**config.mk**
```make
export PLATFORM = sky130hd
export DESIGN_NAME = fma_fp16
export DESIGN_NICKNAME = d
export VERILOG_FILES = /design/src/rtl/fma_pkg.sv /design/src/rtl/fp16_unpack.sv /design/src/rtl/booth_mult.sv /design/src/rtl/align_add.sv /design/src/rtl/lz_normalize.sv /design/src/rtl/round_pack.sv /design/src/rtl/fma_fp16.sv
export SDC_FILE = /design/constraint.sdc
export NUM_CORES = 1
export LEC_CHECK = 0
export ABC_AREA = 1
export BUFFER_PORTS_ARGS = -buffer_cell sky130_fd_sc_hd__buf_2
export CAP_MARGIN = 20
export CORE_MARGIN = 2
export CORE_UTILIZATION = 34
export DETAILED_ROUTE_END_ITERATION = 10
export MAX_ROUTING_LAYER = met4
export PLACE_DENSITY = 0.52
export SYNTH_ARGS = -nofsm -noshare
export SYNTH_HDL_FRONTEND = slang
export SYNTH_HIERARCHICAL = 1
export SYNTH_SLANG_ARGS = --single-unit
```
**constraint.sdc**
```tcl
create_clock -name clk -period 22.9 [get_ports clk]
set_input_delay 5.725 -clock clk [delete_from_list [all_inputs] [get_ports clk]]
set_output_delay 5.725 -clock clk [all_outputs]
set_load 0.02 [all_outputs]
```
**src/rtl/fma_pkg.sv**
```systemverilog
// fp16 fma shared definitions
package fma_pkg;

    localparam int FRAC_W       = 10;  // stored fraction
    localparam int EXP_W        = 5;   // stored exponent
    localparam int MAN_W        = 11;  // fraction plus hidden bit
    localparam int BIAS         = 15;
    localparam int PROD_W       = 22;  // 11x11 mantissa product
    localparam int SUM_W        = 35;  // alignment and sum window
    localparam int C_BASE       = 10;  // lsb of c in the window before shifting
    localparam int MAX_LSHIFT   = 13;  // beyond this c is returned as is
    localparam int EXP_I_W      = 7;   // signed internal exponent
    localparam int LZ_W         = 6;
    localparam int BOOTH_GROUPS = 4;   // radix-8 digits of the multiplier

    typedef struct packed {
        logic              sign;
        logic [EXP_W-1:0]  exp;
        logic [FRAC_W-1:0] frac;
    } fp16_t;

    typedef logic [MAN_W-1:0]          man_t;
    typedef logic [PROD_W-1:0]         prod_t;
    typedef logic [SUM_W-1:0]          sum_t;
    typedef logic signed [EXP_I_W-1:0] exp_i_t;

    // sign-magnitude digit code, msb set for negative multiples
    typedef enum logic [3:0] {
        DIG_ZERO = 4'b0000,
        DIG_P1   = 4'b0001,
        DIG_P2   = 4'b0010,
        DIG_P3   = 4'b0011,
        DIG_P4   = 4'b0100,
        DIG_M1   = 4'b1001,
        DIG_M2   = 4'b1010,
        DIG_M3   = 4'b1011,
        DIG_M4   = 4'b1100
    } booth_digit_e;

endpackage

```
**src/rtl/fp16_unpack.sv**
```systemverilog
// fp16 operand unpack stage
`timescale 1ns/10ps

module fp16_unpack (
    input  logic            clk,
    input  logic            rst_n,
    input  logic            in_valid,
    input  fma_pkg::fp16_t  a,
    input  fma_pkg::fp16_t  b,
    input  fma_pkg::fp16_t  c,
    output logic            s1_valid,
    output logic            sign_ab,
    output logic            sign_c,
    output fma_pkg::exp_i_t exp_ab,
    output fma_pkg::exp_i_t exp_c,
    output fma_pkg::man_t   man_a,
    output fma_pkg::man_t   man_b,
    output fma_pkg::man_t   man_c
);

    // zero field still decodes as 1-bias
    function automatic fma_pkg::exp_i_t unbias(input logic [fma_pkg::EXP_W-1:0] field);
        if (field == '0) begin
            return fma_pkg::exp_i_t'(1 - fma_pkg::BIAS);
        end
        return fma_pkg::exp_i_t'(field) - fma_pkg::exp_i_t'(fma_pkg::BIAS);
    endfunction

    // no subnormals, a zero exponent field means the value is zero
    function automatic fma_pkg::man_t hidden(input fma_pkg::fp16_t x);
        return (x.exp != '0) ? {1'b1, x.frac} : '0;
    endfunction

    always_ff @(posedge clk or negedge rst_n) begin
        if (!rst_n) begin
            s1_valid <= 1'b0;
            sign_ab  <= 1'b0;
            sign_c   <= 1'b0;
            exp_ab   <= '0;
            exp_c    <= '0;
            man_a    <= '0;
            man_b    <= '0;
            man_c    <= '0;
        end else begin
            s1_valid <= in_valid;
            sign_ab  <= a.sign ^ b.sign;
            sign_c   <= c.sign;
            exp_ab   <= unbias(a.exp) + unbias(b.exp);  // one exponent for a*b
            exp_c    <= unbias(c.exp);
            man_a    <= hidden(a);
            man_b    <= hidden(b);
            man_c    <= hidden(c);
        end
    end

endmodule

```
**src/rtl/booth_mult.sv**
```systemverilog
// radix-8 booth mantissa multiplier
`timescale 1ns/10ps

module booth_mult (
    input  fma_pkg::man_t  man_a,
    input  fma_pkg::man_t  man_b,
    output fma_pkg::prod_t prod
);

    fma_pkg::prod_t mul_p1;
    fma_pkg::prod_t mul_p2;
    fma_pkg::prod_t mul_p3;
    fma_pkg::prod_t mul_p4;
    fma_pkg::prod_t pp [fma_pkg::BOOTH_GROUPS];
    fma_pkg::prod_t sum1;
    fma_pkg::prod_t carry1;
    fma_pkg::prod_t sum2;
    fma_pkg::prod_t carry2;
    logic [3*fma_pkg::BOOTH_GROUPS:0] b_ext;

    function automatic fma_pkg::booth_digit_e recode(input logic [3:0] win);
        case (win)
            4'b0001, 4'b0010: return fma_pkg::DIG_P1;
            4'b0011, 4'b0100: return fma_pkg::DIG_P2;
            4'b0101, 4'b0110: return fma_pkg::DIG_P3;
            4'b0111:          return fma_pkg::DIG_P4;
            4'b1000:          return fma_pkg::DIG_M4;
            4'b1001, 4'b1010: return fma_pkg::DIG_M3;
            4'b1011, 4'b1100: return fma_pkg::DIG_M2;
            4'b1101, 4'b1110: return fma_pkg::DIG_M1;
            default:          return fma_pkg::DIG_ZERO;  // 0000 and 1111
        endcase
    endfunction

    function automatic fma_pkg::prod_t csa_sum(input fma_pkg::prod_t x, y, z);
        return x ^ y ^ z;
    endfunction

    function automatic fma_pkg::prod_t csa_carry(input fma_pkg::prod_t x, y, z);
        return ((x & y) | (y & z) | (x & z)) << 1;
    endfunction

    // multiples of a, held at product width so negatives wrap mod 2^22
    assign mul_p1 = fma_pkg::prod_t'(man_a);
    assign mul_p2 = mul_p1 << 1;
    assign mul_p4 = mul_p1 << 2;
    assign mul_p3 = mul_p1 + mul_p2;  // the one hard multiple

    // unsigned multiplier gets a zero above its msb, plus the implied 0 below bit 0
    assign b_ext = {{(3*fma_pkg::BOOTH_GROUPS-fma_pkg::MAN_W){1'b0}}, man_b, 1'b0};

    always_comb begin
        fma_pkg::booth_digit_e dig;
        fma_pkg::prod_t        sel;
        for (int g = 0; g < fma_pkg::BOOTH_GROUPS; g++) begin
            dig = recode(b_ext[3*g +: 4]);  // windows overlap by one bit
            case (dig)
                fma_pkg::DIG_P1: sel = mul_p1;
                fma_pkg::DIG_P2: sel = mul_p2;
                fma_pkg::DIG_P3: sel = mul_p3;
                fma_pkg::DIG_P4: sel = mul_p4;
                fma_pkg::DIG_M1: sel = -mul_p1;
                fma_pkg::DIG_M2: sel = -mul_p2;
                fma_pkg::DIG_M3: sel = -mul_p3;
                fma_pkg::DIG_M4: sel = -mul_p4;
                default:         sel = '0;
            endcase
            pp[g] = sel << (3*g);
        end
    end

    // two 3:2 layers, then the carry-propagate add
    assign sum1   = csa_sum(pp[0], pp[1], pp[2]);
    assign carry1 = csa_carry(pp[0], pp[1], pp[2]);
    assign sum2   = csa_sum(sum1, carry1, pp[3]);
    assign carry2 = csa_carry(sum1, carry1, pp[3]);
    assign prod   = sum2 + carry2;

endmodule

```
**src/rtl/align_add.sv**
```systemverilog
// addend alignment and signed add stage
`timescale 1ns/10ps

module align_add (
    input  logic            clk,
    input  logic            rst_n,
    input  logic            s1_valid,
    input  logic            sign_ab,
    input  logic            sign_c,
    input  fma_pkg::exp_i_t exp_ab,
    input  fma_pkg::exp_i_t exp_c,
    input  fma_pkg::man_t   man_c,
    input  fma_pkg::prod_t  prod,
    output logic            s2_valid,
    output logic            res_sign,
    output fma_pkg::sum_t   sum_mag,
    output fma_pkg::exp_i_t exp_ab_q,
    output logic            c_dominant,
    output fma_pkg::fp16_t  c_bypass
);

    fma_pkg::exp_i_t             d;
    fma_pkg::exp_i_t             exp_c_biased;
    logic [fma_pkg::EXP_I_W-1:0] shamt;
    fma_pkg::sum_t               c_ext;
    fma_pkg::sum_t               c_aligned;
    fma_pkg::sum_t               addend;
    fma_pkg::sum_t               raw_sum;
    fma_pkg::sum_t               mag;
    fma_pkg::fp16_t              c_pack;
    logic                        eff_sub;
    logic                        neg;

    assign d     = exp_c - exp_ab;
    assign shamt = d[fma_pkg::EXP_I_W-1] ? -d : d;  // |d|

    // c sits at C_BASE, bits shifted below bit 0 are dropped
    assign c_ext     = fma_pkg::sum_t'(man_c) << fma_pkg::C_BASE;
    assign c_aligned = d[fma_pkg::EXP_I_W-1] ? (c_ext >> shamt) : (c_ext << shamt);

    assign eff_sub = sign_c ^ sign_ab;
    assign addend  = eff_sub ? ~c_aligned : c_aligned;
    assign raw_sum = fma_pkg::sum_t'(prod) + addend + fma_pkg::sum_t'(eff_sub);

    // a plain add may carry into the msb, only a subtract can go negative
    assign neg = eff_sub & raw_sum[fma_pkg::SUM_W-1];
    assign mag = neg ? -raw_sum : raw_sum;

    assign exp_c_biased = exp_c + fma_pkg::exp_i_t'(fma_pkg::BIAS);
    assign c_pack = {sign_c,
                     man_c[fma_pkg::MAN_W-1] ? exp_c_biased[fma_pkg::EXP_W-1:0]
                                             : {fma_pkg::EXP_W{1'b0}},
                     man_c[fma_pkg::FRAC_W-1:0]};

    always_ff @(posedge clk or negedge rst_n) begin
        if (!rst_n) begin
            s2_valid   <= 1'b0;
            res_sign   <= 1'b0;
            sum_mag    <= '0;
            exp_ab_q   <= '0;
            c_dominant <= 1'b0;
            c_bypass   <= '0;
        end else begin
            s2_valid   <= s1_valid;
            res_sign   <= sign_ab ^ neg;
            sum_mag    <= mag;
            exp_ab_q   <= exp_ab;
            c_dominant <= d > fma_pkg::exp_i_t'(fma_pkg::MAX_LSHIFT);
            c_bypass   <= c_pack;
        end
    end

endmodule

```
**src/rtl/lz_normalize.sv**
```systemverilog
// leading one normalize
`timescale 1ns/10ps

module lz_normalize (
    input  fma_pkg::sum_t   sum_mag,
    input  fma_pkg::exp_i_t exp_ab_q,
    output fma_pkg::man_t   norm_man,
    output logic            guard,
    output logic            round_bit,
    output logic            sticky,
    output logic            is_zero,
    output fma_pkg::exp_i_t norm_exp
);

    typedef logic [fma_pkg::LZ_W-1:0] lz_t;

    lz_t           lz;
    fma_pkg::sum_t shifted;

    always_comb begin
        lz = '0;
        for (int i = 0; i < fma_pkg::SUM_W; i++) begin
            if (sum_mag[i]) begin
                lz = lz_t'(fma_pkg::SUM_W - 1 - i);  // highest set bit wins
            end
        end
    end

    assign shifted = sum_mag << lz;  // leading one to the top

    assign norm_man  = shifted[fma_pkg::SUM_W-1 -: fma_pkg::MAN_W];
    assign guard     = shifted[fma_pkg::SUM_W-1-fma_pkg::MAN_W];
    assign round_bit = shifted[fma_pkg::SUM_W-2-fma_pkg::MAN_W];
    assign sticky    = |shifted[fma_pkg::SUM_W-3-fma_pkg::MAN_W:0];
    assign is_zero   = (sum_mag == '0);

    // window bit k weighs 2^(exp_ab-20+k), with k = 34-lz
    assign norm_exp = exp_ab_q
                    + fma_pkg::exp_i_t'(fma_pkg::SUM_W - 1 - 2*fma_pkg::FRAC_W)
                    - fma_pkg::exp_i_t'(lz);

endmodule

```
**src/rtl/round_pack.sv**
```systemverilog
// rounding and output pack stage
`timescale 1ns/10ps

module round_pack (
    input  logic            clk,
    input  logic            rst_n,
    input  logic            s2_valid,
    input  logic            res_sign,
    input  logic            c_dominant,
    input  logic            is_zero,
    input  fma_pkg::fp16_t  c_bypass,
    input  fma_pkg::man_t   norm_man,
    input  logic            guard,
    input  logic            round_bit,
    input  logic            sticky,
    input  fma_pkg::exp_i_t norm_exp,
    output logic            out_valid,
    output fma_pkg::fp16_t  result
);

    logic                      inc;
    logic [fma_pkg::MAN_W:0]   man_r;
    fma_pkg::exp_i_t           exp_r;
    fma_pkg::fp16_t            res_d;

    // nearest even
    assign inc   = guard & (round_bit | sticky | norm_man[0]);
    assign man_r = {1'b0, norm_man} + {{fma_pkg::MAN_W{1'b0}}, inc};
    // a carry out leaves the fraction at zero, only the exponent moves
    assign exp_r = norm_exp + fma_pkg::exp_i_t'(fma_pkg::BIAS)
                 + fma_pkg::exp_i_t'(man_r[fma_pkg::MAN_W]);

    always_comb begin
        res_d = '0;  // +0 for an exact zero sum
        if (c_dominant) begin
            res_d = c_bypass;
        end else if (!is_zero) begin
            res_d.sign = res_sign;
            if (exp_r < fma_pkg::exp_i_t'(1)) begin
                res_d.exp  = '0;  // flush to signed zero
                res_d.frac = '0;
            end else if (exp_r > fma_pkg::exp_i_t'(2**fma_pkg::EXP_W - 2)) begin
                res_d.exp  = '1;  // signed infinity
                res_d.frac = '0;
            end else begin
                res_d.exp  = exp_r[fma_pkg::EXP_W-1:0];
                res_d.frac = man_r[fma_pkg::FRAC_W-1:0];
            end
        end
    end

    always_ff @(posedge clk or negedge rst_n) begin
        if (!rst_n) begin
            out_valid <= 1'b0;
            result    <= '0;
        end else begin
            out_valid <= s2_valid;
            result    <= res_d;
        end
    end

endmodule

```
**src/rtl/fma_fp16.sv**
```systemverilog
// pipelined fp16 fused multiply-add
`timescale 1ns/10ps

module fma_fp16 (
    input  logic           clk,
    input  logic           rst_n,
    input  logic           in_valid,
    input  fma_pkg::fp16_t a,
    input  fma_pkg::fp16_t b,
    input  fma_pkg::fp16_t c,
    output logic           out_valid,
    output fma_pkg::fp16_t result
);

    // stage 1
    logic            s1_valid;
    logic            sign_ab;
    logic            sign_c;
    fma_pkg::exp_i_t exp_ab;
    fma_pkg::exp_i_t exp_c;
    fma_pkg::man_t   man_a;
    fma_pkg::man_t   man_b;
    fma_pkg::man_t   man_c;
    fma_pkg::prod_t  prod;

    // stage 2
    logic            s2_valid;
    logic            res_sign;
    fma_pkg::sum_t   sum_mag;
    fma_pkg::exp_i_t exp_ab_q;
    logic            c_dominant;
    fma_pkg::fp16_t  c_bypass;

    // normalize outputs
    fma_pkg::man_t   norm_man;
    logic            guard;
    logic            round_bit;
    logic            sticky;
    logic            is_zero;
    fma_pkg::exp_i_t norm_exp;

    fp16_unpack u_unpack (
        .clk      (clk),
        .rst_n    (rst_n),
        .in_valid (in_valid),
        .a        (a),
        .b        (b),
        .c        (c),
        .s1_valid (s1_valid),
        .sign_ab  (sign_ab),
        .sign_c   (sign_c),
        .exp_ab   (exp_ab),
        .exp_c    (exp_c),
        .man_a    (man_a),
        .man_b    (man_b),
        .man_c    (man_c)
    );

    booth_mult u_mult (
        .man_a (man_a),
        .man_b (man_b),
        .prod  (prod)
    );

    align_add u_align (
        .clk        (clk),
        .rst_n      (rst_n),
        .s1_valid   (s1_valid),
        .sign_ab    (sign_ab),
        .sign_c     (sign_c),
        .exp_ab     (exp_ab),
        .exp_c      (exp_c),
        .man_c      (man_c),
        .prod       (prod),
        .s2_valid   (s2_valid),
        .res_sign   (res_sign),
        .sum_mag    (sum_mag),
        .exp_ab_q   (exp_ab_q),
        .c_dominant (c_dominant),
        .c_bypass   (c_bypass)
    );

    lz_normalize u_norm (
        .sum_mag   (sum_mag),
        .exp_ab_q  (exp_ab_q),
        .norm_man  (norm_man),
        .guard     (guard),
        .round_bit (round_bit),
        .sticky    (sticky),
        .is_zero   (is_zero),
        .norm_exp  (norm_exp)
    );

    round_pack u_round (
        .clk        (clk),
        .rst_n      (rst_n),
        .s2_valid   (s2_valid),
        .res_sign   (res_sign),
        .c_dominant (c_dominant),
        .is_zero    (is_zero),
        .c_bypass   (c_bypass),
        .norm_man   (norm_man),
        .guard      (guard),
        .round_bit  (round_bit),
        .sticky     (sticky),
        .norm_exp   (norm_exp),
        .out_valid  (out_valid),
        .result     (result)
    );

endmodule

```
# [Yosys cells after proc, flatten, opt, wreduce, memory -nomap -nowiden]
# Memories as Yosys holds them, arrays and structs flattened.
# Index checks and enable logic that the tools add are counted.
[classes] mux=60 n_eq_ne=32 n_reduce_logical=8 order_cmp=3 shifts=3 bitwise_logic=22 add_sub_neg=21
[op_table] op="$mux 6" count=35
[op_table] op="$pmux 22 s8" count=1
[op_table] op="$pmux 19 s8" count=1
[op_table] op="$pmux 16 s8" count=1
[op_table] op="$and 21x21->21" count=6
[op_table] op="$mux 35" count=3
[op_table] op="$pmux 13 s8" count=1
[op_table] op="$xor 22x22->22" count=4
[op_table] op="$or 21x21->21" count=4
[op_table] op="$eq 4x4->1 const B" count=16
[op_table] op="$mux 7" count=7
[op_table] op="$neg 13->22" count=2
[op_table] op="$add 22x35->35" count=1
[op_table] op="$add 35x1->35" count=1
[op_table] op="$logic_not 35->1" count=1
[op_table] op="$neg 35->35" count=1
[op_table] op="$not 35->35" count=1
[op_table] op="$shl 21x7->35" count=1
[op_table] op="$shl 35x6->35" count=1
[op_table] op="$shr 21x7->35" count=1
[op_table] op="$mux 11" count=3
[op_table] op="$eq 4x2->1 const B" count=8
[op_table] op="$mux 16" count=2
[op_table] op="$mux 15" count=2
[op_table] op="other kinds (25)" count=45
[word_totals] mem_count=4 out_inout_bits=17 romBits=256 word_cells=173 ff_bits=128 input_bits=51
[mem_list] memory="(name not given)" words=16 word_bits=4 rd=1 rd_clocked_by_memory_dff=0 wr=0 line_no="booth_mult.sv:22" rtl="case (win)"
[mem_list] memory="(name not given)" words=16 word_bits=4 rd=1 rd_clocked_by_memory_dff=0 wr=0 line_no="booth_mult.sv:22"
[mem_list] memory="(name not given)" words=16 word_bits=4 rd=1 rd_clocked_by_memory_dff=0 wr=0 line_no="booth_mult.sv:22"
[mem_list] memory="(name not given)" words=16 word_bits=4 rd=1 rd_clocked_by_memory_dff=0 wr=0 line_no="booth_mult.sv:22"

# [Longest topological paths before layout]
[depth] word_depth=47 depth_mapped=59 depth_no_buf=58

# [By module]
# The synthesis kept the hierarchy.
[by_module_without_submodules] module="align_add" n_inst=1 area_each_um2=6919.1 cells_per_inst=1100
[by_module_without_submodules] module="booth_mult" n_inst=1 area_each_um2=5061.1 cells_per_inst=789
[by_module_without_submodules] module="lz_normalize" n_inst=1 area_each_um2=2875.3 cells_per_inst=607
[by_module_without_submodules] module="fp16_unpack" n_inst=1 area_each_um2=2094.5 cells_per_inst=212
[by_module_without_submodules] module="round_pack" n_inst=1 area_each_um2=1092.3 cells_per_inst=157

# [Worst setup path after synthesis]
# Ideal clock, no wire load.
[synth_timing] path_type="register to register" from="reg u_unpack.man_a[1]" to="reg u_align.sum_mag[8]" arrival_time_ns=7.181 stages_incl_launch_ff=44 required_time_ns=22.782 period_less_slack_ns=7.300 path_slack_ns=15.600 cell_sequence="dfrtp_1 -> ha_1 -> fa_1 -> inv_1 -> nand2_1 -> nor2_2 -> nand3_1 -> nor2_2 -> nand3_2 -> nor2_4 -> nand3_2 -> nand2_1 -> o221ai_1 -> fa_1 -> inv_1 -> fa_1 -> inv_1 -> ha_1 -> (+8 left out) -> a21oi_1 -> o21ai_0 -> xor2_1 -> ha_1 -> nand2_1 -> o21ai_0 -> a21oi_1 -> o21ai_0 -> nand3_2 -> nor2_2 -> nand2_1 -> or2_1 -> xor2_2 -> nor2_8 -> buf_6 -> nand2_1 -> xor2_1 -> inv_1"
[synth_between] elab_chain_cells=14
[synth_rtl] element="start: declaration" line_no="fp16_unpack.sv:16" rtl="output fma_pkg::man_t man_a,"
[synth_rtl] element="start signal: assignment" line_no="fp16_unpack.sv:50" rtl="man_a <= hidden(a);"
[synth_rtl] element="$add 11x12->13" line_no="booth_mult.sv:47" rtl="assign mul_p3 = mul_p1 + mul_p2;"
[synth_rtl] element="$neg 13->22" line_no="booth_mult.sv:64" rtl="fma_pkg::DIG_M3: sel = -mul_p3;"
[synth_rtl] element="$pmux 22 s8 (tied with other cells)" line_no="booth_mult.sv:57" rtl="case (dig)"
[synth_rtl] element="$and 21x21->21" line_no="booth_mult.sv:40" rtl="return ((x & y) | (y & z) | (x & z)) << 1;"
[synth_rtl] element="$or 21x21->21 (2 in a row)" line_no="booth_mult.sv:40"
[synth_rtl] element="$and 21x21->21" line_no="booth_mult.sv:40"
[synth_rtl] element="$or 21x21->21 (2 in a row)" line_no="booth_mult.sv:40"
[synth_rtl] element="$add 22x22->22 *" line_no="booth_mult.sv:77" rtl="assign prod = sum2 + carry2;"
[synth_rtl] element="net prod[19]" line_no="fma_fp16.sv:24" rtl="fma_pkg::prod_t prod;"
[synth_rtl] element="$add 22x35->35 *" line_no="align_add.sv:43" rtl="assign raw_sum = fma_pkg::sum_t'(prod) + addend + fma_pkg::sum_t'(eff_sub);"
[synth_rtl] element="$add 35x1->35 *" line_no="align_add.sv:43"
[synth_rtl] element="$and 1x1->1 *" line_no="align_add.sv:46" rtl="assign neg = eff_sub & raw_sum[fma_pkg::SUM_W-1];"
[synth_rtl] element="$mux 35 *" line_no="align_add.sv:47" rtl="assign mag = neg ? -raw_sum : raw_sum;"
[synth_rtl] element="net u_align.mag[8]" line_no="align_add.sv:29" rtl="fma_pkg::sum_t mag;"
[synth_rtl] element="end signal: assignment" line_no="align_add.sv:66" rtl="sum_mag <= mag;"
[synth_rtl] element="end: declaration" line_no="align_add.sv:16" rtl="output fma_pkg::sum_t sum_mag,"
# The timed path passes the listed nets; every way through them passes the cells marked *.

# [Worst setup path after layout]
[layout_timing] from="reg u_unpack.man_a[0]" to="reg u_align.sum_mag[33]"
[layout_between] elab_chain_cells=14
[layout_rtl] element="$add 11x12->13" line_no="booth_mult.sv:47"
[layout_rtl] element="$neg 13->22" line_no="booth_mult.sv:64"
[layout_rtl] element="$pmux 22 s8 (tied with other cells)" line_no="booth_mult.sv:57"
[layout_rtl] element="$and 21x21->21" line_no="booth_mult.sv:40"
[layout_rtl] element="$or 21x21->21 (2 in a row)" line_no="booth_mult.sv:40"
[layout_rtl] element="$and 21x21->21" line_no="booth_mult.sv:40"
[layout_rtl] element="$or 21x21->21 (2 in a row)" line_no="booth_mult.sv:40"
[layout_rtl] element="$add 22x22->22 *" line_no="booth_mult.sv:77"
[layout_rtl] element="net prod[19]" line_no="fma_fp16.sv:24"
[layout_rtl] element="$add 22x35->35 *" line_no="align_add.sv:43"
[layout_rtl] element="$add 35x1->35 *" line_no="align_add.sv:43"
[layout_rtl] element="$neg 35->35 or $and 1x1->1 (tied branches)" line_no="align_add.sv:47, align_add.sv:46"
[layout_rtl] element="$mux 35 *" line_no="align_add.sv:47"
[layout_rtl] element="net u_align.mag[33]" line_no="align_add.sv:29"
# Marks and branches as above.

==> impl_metrics.yaml <==
outcome:
  outcome: "finished, final reports clean"
clock_tree:
  cts_post_setup_buffers_inserted: 0
  cts_root_buffer: "clkbuf_16"
  hold_buffers: 0
  htreeDepth: 4
  clk-insertion-delay-late_ns: 0.47
  clock_path_buffers: 2
  cts_tree: "done"
  cts_inserted_buffers: 17
  ctsResizeCount: 0
  cts.sinks: 127
  clk_pin_slew_ns: 0.07
final_layout:
  seqCellArea_um2: 3180
  n_fill_cell: 5786
  multi_input_area_um2: 12800
  layout.cells.non_filler: 3591
  synthToLayoutAreaGrowth_pct: 8.27
  drive_above_1_share_pct: 8.68
  utilization_pct: 37.2
  design_area_um2: 19500
  final_nets: 3087
  n_antenna_cell: 0
setup_path:
  critical_path_class: "reg2reg"
  critPathMaxFanout: 33
  critPathLaunchType: "register"
  worstPathRequired_ns: 23.30
  slowest_delay_ns: 0.64
  crit_path_top_delay_cell: "dfrtp_1"
  cp.buffers_inverters: 3
  cpLargestDelayFamily: "simple AND/OR/NAND/NOR gates"
  critPathArrivalTime_ns: 9.28
  end_kind: "register"
  cp_common_cell: "nand2_1"
sta:
  max_slew_margin_pct: 31.4
  hold_violations: 0
  setup_tns_ns: 0
  fin_skew_ns: 0.0226
  worst_slew_pin_slew_ns: 1.00
  slew_violations: 0
  max_freq_mhz: 113
  setup_viol: 0
  fin_crit_sh_pct: 38.8
  fin_crit_ns: 8.88
  rsz0062_at_grt: "no"
routing:
  drt_iter0_markers: 1599
  first_pass_iters: 8
  antenna_left: 0
  routed_via_density: 5.39
  wl_um: 64800
  wire_per_inst_um: 18.1
  drc: 0
  vias: 19400
run:
  drv_cap: 0
synthesis:
  ys_dominant_reg_cell: "dfrtp_1"
  synth_cell_types: 66
  syn_inst: 2865
  ys_warn_count: 6
  synth.top_cells.by_area: "dfrtp_1, nand2_1, nand3_1"
  yosysTopAreaCell: "dfrtp_1"
  synthArstFlopShare_pct: 100
  synth-seq-area-share_pct: 17.6
  ys_seq_elements: 127
  synth-edff-count: 0
  synth_top_area_share_pct: 17.6
  synth_area_per_cell_um2: 6.30
  synth_area_um2: 18000
  syn-num-nets: 3062
placement:
  place.gp.congestion: 0.996
  port_buffers: 67
  dpl.hpwl_um: 53200
  placed_cell_area_um2: 18900
  place_inst: 3558
global_routing:
  grt_max_degree: 66
  grt_use_total_pct: 24.6
  grt_overflow: 0
  grt_pass1_wl_um: 102000
  grt_pass1_vias: 18400
  grt_antenna_before_repair: 0
floorplanning:
  core_region_area_um2: 52600
  start_util_pct: 34.3
  fp.dieH_um: 234
  num_rows: 84
  pin_count: 68
  dieArea_um2: 54900
  die_width_um: 234
hold_path:
  hold_class: "reg2reg"
cells in the final DEF (no fill, tap or decap), types with 33 or more instances in the layout:
master   count
nand2_1    755
inv_1      397
nand3_1    326
nor2_1     246
dfrtp_1    127
ha_1       113
a21oi_1    105
o21ai_0     99
xor2_1      92
buf_2       66
o22ai_1     61
nor3_1      41
nand2_2     40
nand4_1     37
fa_1        33
Yosys cell counts (all sizes together) (9+ instances only):
cell and instances:
fa 33, dfrtp 127, nand4 41, a31oi 10, ha 113, o221ai 14
clkinv 12, nand3 346, inv 411, nor4 14, buf 46, nor3 49
nand3b 15, clkbuf 27, a22oi 10, nand2 805, o21ai 126, o22ai 61
o211ai 9, o2111ai 19, a211oi 12, xor2 94, nor2 274, xnor2 27
a21oi 110, a221oi 17
cells by family after synthesis:
kind of cell / share of synthesized area, %
adders and majority gates: 11.5
and+or+nand+nor: 39.2
AOI/OAI and AO/OA: 14.3
muxes: 0.173
DFF: 17.6
buffers and inverters: 11.3
xor gates and xnor gates: 5.96
worst reg2reg max path: cells and delay by family (launching register included):
kind	cells	cell delay (ns)
simple gates	23	3.08
fa+ha+maj	6	2.60
compound gates	9	1.70
flops	1	0.64
xor+xnor	2	0.47
buf+inv	3	0.28
metrics by stage:
stage | hold WS [ns] | worst slack [ns]
5_1_grt | 0.372 | 13.31
6_report | 0.348 | 14.02
3_3_place_gp | 0.334 | 14.28
2_1_floorplan | 0.331 | 15.60
4_1_cts | 0.352 | 14.15
3_5_place_dp | 0.337 | 14.19
per-layer routing:
metal	global-route usage, %	vias to the layer above	part of all wire (%)
li1	-	9502	-
met1	32.4	9068	46
met2	39.0	679	46
met3	3.43	112	5.8
met4	7.76	0	2.7
met5	-	-	0
final timing paths:
kind | startpoint | endpoint | slack, ns | cells after the start
max | u_unpack/man_a[0]$_DFF_PN0_ | u_align/sum_mag[33]$_DFF_PN0_ | 14.02 | 43
max reg2reg | u_unpack/man_a[0]$_DFF_PN0_ | u_align/sum_mag[33]$_DFF_PN0_ | 14.02 | 43
min reg2reg | u_align/s2_valid$_DFF_PN0_ | u_round/out_valid$_DFF_PN0_ | 0.35 | 0
max in group asynchronous | rst_n | u_align/sum_mag[12]$_DFF_PN0_ | 16.37 | 2
min | u_align/s2_valid$_DFF_PN0_ | u_round/out_valid$_DFF_PN0_ | 0.35 | 0
min in group asynchronous | rst_n | u_unpack/man_c[7]$_DFF_PN0_ | 5.24 | 1
layout make-up:
class	count	share of cell area [%]
Clock inverter	13	0.910
Inverter	423	8.15
Multi-Input combinational cell	2242	65.7
Sequential cell	127	16.3
Timing Repair Buffer	79	2.31
Tap cell	688	4.41
Clock buffer	19	2.27
sequential cells by signal (all words and copies together), names as in the netlist, 6 cells and up:
register,cells
u_round/result,16
u_unpack/man_a,11
u_unpack/exp_c,6
u_unpack/exp_ab,7
u_align/c_bypass,16
u_align/exp_ab_q,7
u_align/sum_mag,35
u_unpack/man_c,11
u_unpack/man_b,11
Power is left out: the tool's default activity adds up to more than one toggle a clock period on the data nets, which glitch-free logic cannot reach.
